$ cat src/hdl/ex_pkg.sv
//~~~~~~~~~~~~~~~~~~~~~~~~~~~~
// shared widths, opcodes and handshake payload types for the execute unit
// imported by every module of the unit and by the testbench
//~~~~~~~~~~~~~~~~~~~~~~~~~~~~
package ex_pkg;

    localparam int WORD_W     = 32;
    localparam int SHAMT_W    = 5;
    localparam int REG_ADDR_W = 5;

    typedef logic [WORD_W-1:0]     word_t;
    typedef logic [2*WORD_W-1:0]   dword_t;    // product or {hi, lo}
    typedef logic [REG_ADDR_W-1:0] reg_addr_t;

    typedef enum logic [4:0] {
        OP_NOP,
        OP_OR,
        OP_AND,
        OP_NOR,
        OP_XOR,
        OP_SLL,
        OP_SRL,
        OP_SRA,
        OP_ADD,
        OP_ADDU,
        OP_SUB,
        OP_SUBU,
        OP_SLT,
        OP_SLTU,
        OP_CLZ,
        OP_CLO,
        OP_MUL,
        OP_MULT,
        OP_MULTU,
        OP_MFHI,
        OP_MFLO,
        OP_MTHI,
        OP_MTLO
    } alu_op_e;

    // which unit drives wdata
    typedef enum logic [2:0] {
        SEL_NONE,
        SEL_LOGIC,
        SEL_SHIFT,
        SEL_ARITH,
        SEL_MOVE,
        SEL_MUL
    } alu_sel_e;

    typedef struct packed {
        alu_sel_e  alusel;
        alu_op_e   aluop;
        word_t     reg1;
        word_t     reg2;
        reg_addr_t wd;
        logic      wreg;
    } ex_req_t;

    typedef struct packed {
        reg_addr_t wd;
        logic      wreg;
        word_t     wdata;
    } ex_rsp_t;

endpackage
$ cat src/hdl/ex_unit_top.sv
//~~~~~~~~~~~~~~~~~~~~~~~~~~~~
// execute unit top for one operation per req/ack four-phase transaction
// combinational function units feed the registered result and hi/lo
//~~~~~~~~~~~~~~~~~~~~~~~~~~~~
`timescale 1ns/1ps

module ex_unit_top import ex_pkg::*; (
    input  logic    clk_i,
    input  logic    rst_i,
    input  logic    req_i,
    input  ex_req_t op_i,
    output logic    ack_o,
    output ex_rsp_t rsp_o
);

    word_t  logic_w;
    word_t  shift_w;
    word_t  arith_w;
    word_t  move_w;
    dword_t prod_w;
    logic   ov_w;
    logic   commit_w;   // hi/lo write strobe

    alu_logic_shift u_logic_shift (
        .aluop_i (op_i.aluop),
        .reg1_i  (op_i.reg1),
        .reg2_i  (op_i.reg2),
        .logic_o (logic_w),
        .shift_o (shift_w)
    );

    alu_arith u_arith (
        .aluop_i (op_i.aluop),
        .reg1_i  (op_i.reg1),
        .reg2_i  (op_i.reg2),
        .arith_o (arith_w),
        .ov_o    (ov_w)
    );

    mul_unit u_mul (
        .aluop_i (op_i.aluop),
        .reg1_i  (op_i.reg1),
        .reg2_i  (op_i.reg2),
        .prod_o  (prod_w)
    );

    hilo_reg u_hilo (
        .clk_i    (clk_i),
        .rst_i    (rst_i),
        .commit_i (commit_w),
        .aluop_i  (op_i.aluop),
        .reg1_i   (op_i.reg1),
        .prod_i   (prod_w),
        .move_o   (move_w)
    );

    ex_result_reg u_result (
        .clk_i    (clk_i),
        .rst_i    (rst_i),
        .req_i    (req_i),
        .op_i     (op_i),
        .logic_i  (logic_w),
        .shift_i  (shift_w),
        .arith_i  (arith_w),
        .move_i   (move_w),
        .prod_i   (prod_w),
        .ov_i     (ov_w),
        .commit_o (commit_w),
        .ack_o    (ack_o),
        .rsp_o    (rsp_o)
    );

endmodule

$ cat src/hdl/ex_result_reg.sv
//~~~~~~~~~~~~~~~~~~~~~~~~~~~~
// result mux, overflow write cancel and four-phase responder
// response is registered on accept and held until the next accept
//~~~~~~~~~~~~~~~~~~~~~~~~~~~~
`timescale 1ns/1ps

module ex_result_reg import ex_pkg::*; (
    input  logic    clk_i,
    input  logic    rst_i,
    input  logic    req_i,
    input  ex_req_t op_i,
    input  word_t   logic_i,
    input  word_t   shift_i,
    input  word_t   arith_i,
    input  word_t   move_i,
    input  dword_t  prod_i,
    input  logic    ov_i,
    output logic    commit_o,
    output logic    ack_o,
    output ex_rsp_t rsp_o
);

    ex_rsp_t rsp_next;
    logic    accept;

    always_comb begin
        rsp_next.wd   = op_i.wd;
        rsp_next.wreg = op_i.wreg && !ov_i;   // overflow drops the write
        case (op_i.alusel)
            SEL_LOGIC: rsp_next.wdata = logic_i;
            SEL_SHIFT: rsp_next.wdata = shift_i;
            SEL_ARITH: rsp_next.wdata = arith_i;
            SEL_MOVE:  rsp_next.wdata = move_i;
            SEL_MUL:   rsp_next.wdata = prod_i[WORD_W-1:0];
            default:   rsp_next.wdata = '0;
        endcase
    end

    // new request seen while idle
    assign accept   = req_i && !ack_o;
    assign commit_o = accept;

    always_ff @(posedge clk_i) begin
        if (rst_i) begin
            ack_o <= 1'b0;
            rsp_o <= '0;
        end else if (accept) begin
            ack_o <= 1'b1;
            rsp_o <= rsp_next;
        end else if (!req_i) begin
            ack_o <= 1'b0;   // requester released so phase 4 closes
        end
    end

endmodule

$ cat src/hdl/hilo_reg.sv
//~~~~~~~~~~~~~~~~~~~~~~~~~~~~
// HI/LO register pair written once per transaction on commit_i
// move_o reads the stored values for mfhi/mflo
//~~~~~~~~~~~~~~~~~~~~~~~~~~~~
`timescale 1ns/1ps

module hilo_reg import ex_pkg::*; (
    input  logic    clk_i,
    input  logic    rst_i,
    input  logic    commit_i,
    input  alu_op_e aluop_i,
    input  word_t   reg1_i,
    input  dword_t  prod_i,
    output word_t   move_o
);

    word_t hi_q;
    word_t lo_q;

    always_ff @(posedge clk_i) begin
        if (rst_i) begin
            hi_q <= '0;
            lo_q <= '0;
        end else if (commit_i) begin
            case (aluop_i)
                OP_MULT, OP_MULTU: begin
                    hi_q <= prod_i[2*WORD_W-1:WORD_W];
                    lo_q <= prod_i[WORD_W-1:0];
                end
                OP_MTHI: hi_q <= reg1_i;
                OP_MTLO: lo_q <= reg1_i;
                default: ;
            endcase
        end
    end

    // values before this commit
    always_comb begin
        case (aluop_i)
            OP_MFHI: move_o = hi_q;
            OP_MFLO: move_o = lo_q;
            default: move_o = '0;
        endcase
    end

endmodule

$ cat src/hdl/mul_unit.sv
//~~~~~~~~~~~~~~~~~~~~~~~~~~~~
// 32x32 -> 64 multiplier from a magnitude product and a sign fix
//~~~~~~~~~~~~~~~~~~~~~~~~~~~~
`timescale 1ns/1ps

module mul_unit import ex_pkg::*; (
    input  alu_op_e aluop_i,
    input  word_t   reg1_i,
    input  word_t   reg2_i,
    output dword_t  prod_o
);

    logic   is_signed;
    word_t  mag1;
    word_t  mag2;
    dword_t mag_prod;
    logic   neg;

    assign is_signed = (aluop_i == OP_MUL) || (aluop_i == OP_MULT);

    assign mag1 = (is_signed && reg1_i[WORD_W-1]) ? (~reg1_i + 1'b1) : reg1_i;
    assign mag2 = (is_signed && reg2_i[WORD_W-1]) ? (~reg2_i + 1'b1) : reg2_i;

    assign mag_prod = dword_t'(mag1) * dword_t'(mag2);
    assign neg      = is_signed && (reg1_i[WORD_W-1] ^ reg2_i[WORD_W-1]);

    assign prod_o = neg ? (~mag_prod + 1'b1) : mag_prod;   // multu passes straight

endmodule

$ cat src/hdl/alu_arith.sv
//~~~~~~~~~~~~~~~~~~~~~~~~~~~~
// add/sub, set-less-than and leading zero/one count
// ov_o flags signed overflow of add and sub only
//~~~~~~~~~~~~~~~~~~~~~~~~~~~~
`timescale 1ns/1ps

module alu_arith import ex_pkg::*; (
    input  alu_op_e aluop_i,
    input  word_t   reg1_i,
    input  word_t   reg2_i,
    output word_t   arith_o,
    output logic    ov_o
);

    logic  is_sub;
    logic  op2_neg;
    word_t reg2_mux;
    word_t sum;
    logic  ov_sum;
    logic  lt;

    function automatic word_t count_lead_zeros(input word_t w);
        word_t cnt;
        logic  found;
        cnt   = '0;
        found = 1'b0;
        for (int i = WORD_W - 1; i >= 0; i--) begin
            if (w[i])
                found = 1'b1;
            else if (!found)
                cnt = cnt + 1'b1;
        end
        return cnt;
    endfunction

    // sub and slt go through the adder as reg1 + (-reg2)
    assign is_sub   = (aluop_i == OP_SUB || aluop_i == OP_SUBU || aluop_i == OP_SLT);
    assign reg2_mux = is_sub ? (~reg2_i + 1'b1) : reg2_i;
    assign sum      = reg1_i + reg2_mux;

    // sign of the true second operand, -reg2 when subtracting
    assign op2_neg = is_sub ? !reg2_i[WORD_W-1] : reg2_i[WORD_W-1];

    assign ov_sum = (reg1_i[WORD_W-1] == op2_neg) && (sum[WORD_W-1] != reg1_i[WORD_W-1]);

    // signed less-than from the operand signs and the difference
    assign lt = (aluop_i == OP_SLT) ?
                ((reg1_i[WORD_W-1] && !reg2_i[WORD_W-1]) ||
                 ((reg1_i[WORD_W-1] == reg2_i[WORD_W-1]) && sum[WORD_W-1])) :
                (reg1_i < reg2_i);

    assign ov_o = (aluop_i == OP_ADD || aluop_i == OP_SUB) && ov_sum;

    always_comb begin
        case (aluop_i)
            OP_ADD, OP_ADDU, OP_SUB, OP_SUBU: arith_o = sum;
            OP_SLT, OP_SLTU:                  arith_o = {{(WORD_W-1){1'b0}}, lt};
            OP_CLZ:                           arith_o = count_lead_zeros(reg1_i);
            OP_CLO:                           arith_o = count_lead_zeros(~reg1_i);
            default:                          arith_o = '0;
        endcase
    end

endmodule

$ cat src/hdl/alu_logic_shift.sv
//~~~~~~~~~~~~~~~~~~~~~~~~~~~~
// combinational bitwise logic and shifter
// shift amount comes from reg1 and the value shifted is reg2
//~~~~~~~~~~~~~~~~~~~~~~~~~~~~
`timescale 1ns/1ps

module alu_logic_shift import ex_pkg::*; (
    input  alu_op_e aluop_i,
    input  word_t   reg1_i,
    input  word_t   reg2_i,
    output word_t   logic_o,
    output word_t   shift_o
);

    logic [SHAMT_W-1:0] shamt;

    assign shamt = reg1_i[SHAMT_W-1:0];

    always_comb begin
        case (aluop_i)
            OP_OR:   logic_o = reg1_i | reg2_i;
            OP_AND:  logic_o = reg1_i & reg2_i;
            OP_NOR:  logic_o = ~(reg1_i | reg2_i);
            OP_XOR:  logic_o = reg1_i ^ reg2_i;
            default: logic_o = '0;
        endcase
    end

    always_comb begin
        case (aluop_i)
            OP_SLL: begin
                shift_o = reg2_i << shamt;
            end
            OP_SRL: begin
                shift_o = reg2_i >> shamt;
            end
            OP_SRA: begin
                shift_o = word_t'($signed(reg2_i) >>> shamt);   // sign fill
            end
            default: begin
                shift_o = '0;
            end
        endcase
    end

endmodule

$ cat config.mk
export PLATFORM = sky130hd
export DESIGN_NAME = ex_unit_top
export DESIGN_NICKNAME = d
export VERILOG_FILES = /design/src/hdl/ex_pkg.sv /design/src/hdl/ex_unit_top.sv /design/src/hdl/ex_result_reg.sv /design/src/hdl/hilo_reg.sv /design/src/hdl/mul_unit.sv /design/src/hdl/alu_arith.sv /design/src/hdl/alu_logic_shift.sv
export SDC_FILE = /design/constraint.sdc
export NUM_CORES = 2
export LEC_CHECK = 0
export BUFFER_PORTS_ARGS = -buffer_cell sky130_fd_sc_hd__buf_2
export CAP_MARGIN = 10
export CORE_MARGIN = 4
export CORE_UTILIZATION = 40
export CTS_BUF_LIST = sky130_fd_sc_hd__clkbuf_4 sky130_fd_sc_hd__clkbuf_8
export CTS_CLUSTER_DIAMETER = 30
export DETAILED_ROUTE_END_ITERATION = 12
export HOLD_SLACK_MARGIN = 0.05
export PLACE_DENSITY = 0.65
export SLEW_MARGIN = 20
export SYNTH_ARGS = -nofsm -noshare
export SYNTH_HDL_FRONTEND = slang
export SYNTH_SLANG_ARGS = --single-unit
$ cat constraint.sdc
create_clock -name clk_i -period 28.3 [get_ports clk_i]
set_input_delay 1.415 -clock clk_i [delete_from_list [all_inputs] [get_ports clk_i]]
set_output_delay 1.415 -clock clk_i [all_outputs]
set_load 0.02 [all_outputs]
==> flow_metrics.py <==
metrics = {
    "status": {
        "outcome": "complete, no violations",
    },
    "yosys": {
        "synth_top_area_share": 0.324,
        "yosysTopAreaCell": "fa_1",
        "syn_area_per_cell_um2": 7.69,
        "async_reset_ff_frac": 0,
        "synth_nets": 8630,
        "ys_seq_area_frac": 0.0372,
        "synthCells": 7204,
        "netlist_area_um2": 55400,
        "synth_seq_cells": 103,
        "ys_dominant_reg_cell": "dfxtp_1",
        "synth-edff-count": 0,
        "synthTopCellsByArea": "fa_1 32%, ha_1 10%, nand2_1 7.7%, inv_1 7.2%, nor2_1 5.5%",
        "yosys_warnings": 0,
        "yosys.cell_types.count": 104,
    },
    "clocking": {
        "clkTransAtPathRegs_ns": 0.11,
        "cts.sinks": 103,
        "clock_latency_ns": 0.50,
        "cts_resized": 0,
        "htree_levels": 3,
        "cts_root_buf": "clkbuf_8",
        "cts_buffer_depth": 2,
        "numCtsBuffers": 9,
        "cts_tree": "yes",
        "hold_buffers": 0,
        "cts_setup_buffers": 0,
    },
    "place": {
        "pre_cts_ws_ns": 6.59,
        "hpwlAfterDp_mm": 170,
        "placement.io_buffers": 119,
        "placed_area_um2": 58700,
        "placed_cells": 8895,
        "place_congestion": 1.02,
    },
    "timing": {
        "clock.fmax_mhz": 46.5,
        "final_max_slew_viol_count": 0,
        "totalNegativeSetupSlack_ns": 0,
        "slew_headroom": 0.212,
        "period_share": 0.759,
        "final-hold-violation-count": 0,
        "worstMarginPinSlew_ns": 1.18,
        "rsz0062_at_grt": "false",
        "setup_violations": 0,
        "fin_crit_ns": 21.49,
        "finClkSkew_ns": 0.0323,
        "layout_setup_ws_ns": 6.81,
    },
    "drt": {
        "via_count": 52200,
        "drt-initial-drc-count": 5062,
        "wirelength_mm": 215,
        "wire_per_inst_um": 24.1,
        "firstDrtPassIters": 6,
        "via_per_inst": 5.86,
        "drc_errors": 0,
        "drtAntennaViolNets": 0,
    },
    "layout": {
        "final_cells": 8919,
        "drive_gt1_frac": 0.0690,
        "ff_latch_area_um2": 2060,
        "final_area_um2": 58900,
        "syn_to_final_growth_pct": 6.28,
        "multi_input_area_um2": 48500,
        "nets": 8538,
        "fillers": 14000,
    },
    "floorplanning": {
        "die_area_um2": 145000,
        "die_w_um": 380,
        "rows": 136,
        "core_area_um2": 137000,
        "ioPinCount": 120,
        "dieHeight_um": 380,
        "start_util": 0.403,
    },
    "global_routing": {
        "antenna_found_initial": 13,
        "grtUsageTotal": 0.293,
        "grt_pass1_wl_mm": 328,
        "grt_pass1_vias": 52900,
        "grt_max_degree": 80,
        "grt_overflow_total": 0,
    },
    "critical_path": {
        "worstSetupPathType": "in2reg",
        "crit_fanout": 18,
        "worstPathArrival_ns": 21.84,
        "crit_path_frequent_cell": "ha_1",
        "crit_path_end_kind": "flop",
        "critPathMaxStageDelay_ns": 0.45,
        "reg2regPathDepth": 10,
        "r2r_slack_ns": 25.15,
        "critPathRequiredTime_ns": 28.66,
        "cp-start-kind": "input port",
        "crit_slowest_cell": "buf_2",
    },
    "job": {
        "maxCapViolCount": 0,
    },
    "hold_path": {
        "hp-class": "reg2reg",
        "worstHoldPathCells": 2,
    },
}
[cell usage in the layout (no fill, tap or decap), drive strengths merged, types with 42 or more instances in the layout]
| cell | count |
|---|---|
| a21oi | 322 |
| a21o | 49 |
| nor3 | 81 |
| nand2 | 1141 |
| buf | 283 |
| nor2 | 820 |
| and2 | 73 |
| nor4 | 42 |
| xnor2 | 330 |
| o21ai | 286 |
| dfxtp | 103 |
| mux2i | 109 |
| xor2 | 109 |
| nand4 | 42 |
| nor2b | 48 |
| nand3 | 102 |
| a221oi | 49 |
| o22ai | 43 |
| ha | 448 |
| fa | 897 |
| a22oi | 60 |
| a211oi | 75 |
| inv | 1065 |
| nand2b | 42 |
[cell usage after synthesis, types with 36 or more instances]
cell	instances
mux2i_1	109
nand4_1	41
ha_1	448
o21ai_0	271
a21oi_1	320
inv_1	1058
o31ai_1	36
nand2b_1	42
nor2b_1	48
xnor2_1	319
a22oi_1	60
nor2_1	817
a211oi_1	74
o22ai_1	43
dfxtp_1	103
nor3_1	79
a221oi_1	48
and2_1	71
nand3_1	101
fa_1	897
nor4_1	40
a31oi_1	38
xor2_1	96
clkbuf_1	349
nand2_1	1141
a21o_1	49
[path summary, 6_finish.rpt]
kind / startpoint / to
max: op_i[68] / u_result.rsp_o[7]
min: u_result.rsp_o[32] / u_result.rsp_o[32]
max reg2reg: u_result.ack_o / u_result.rsp_o[8]
min reg2reg: u_result.rsp_o[32] / u_result.rsp_o[32]
[area by class of cell]
type                       count  area share
inverter                    1069      0.0681
sequential                   103      0.0350
antenna                        8    0.000340
timing repair buffer         283      0.0311
multi-input combinational   5646       0.824
tap                         1794      0.0381
clock inverter                 7     0.00144
clock buffer                   9     0.00210
[worst max-delay path, delay by kind of cell]
| family | cells | cell delay, ns |
|---|---|---|
| compound gates | 25 | 5.86 |
| xor+xnor | 3 | 0.59 |
| fa+ha+maj | 27 | 8.20 |
| buf+inv | 3 | 0.79 |
| mux | 10 | 1.53 |
| simple gates | 35 | 3.42 |
[per-stage QoR]
step	util	hold WS, ns
final	0.428	0.462
after global routing	0.428	0.495
after CTS	0.428	0.460
after detailed placement	0.427	0.444
after global placement	0.427	0.439
after floorplan	-	0.437
[sequential cells by signal, summed over array words and instances, names as in the netlist]
signal,cells
u_hilo.hi_q,32
u_hilo.lo_q,32
u_result.ack_o,1
u_result.rsp_o,38
[metal layers]
metal / vias to the layer above / track usage / wire (um)
met3: 534 / 0.0578 / 21000
met5: - / 0 / 21
met2: 2479 / 0.465 / 95800
met1: 26300 / 0.387 / 86200
met4: 4 / 0.136 / 11800
li1: 22900 / - / -
[cell families after synthesis]
group,share of synthesized area
multiplexers,0.0258
XOR/XNOR,0.0797
AND/OR/NAND/NOR,0.198
AO/OA/AOI/OAI,0.135
buffers and inverters,0.0991
flip-flops,0.0372
adder cells (fa/ha/maj),0.426
Power is not shown: default switching activity piles up to over one toggle a cycle in this logic, so the estimate is an artifact.
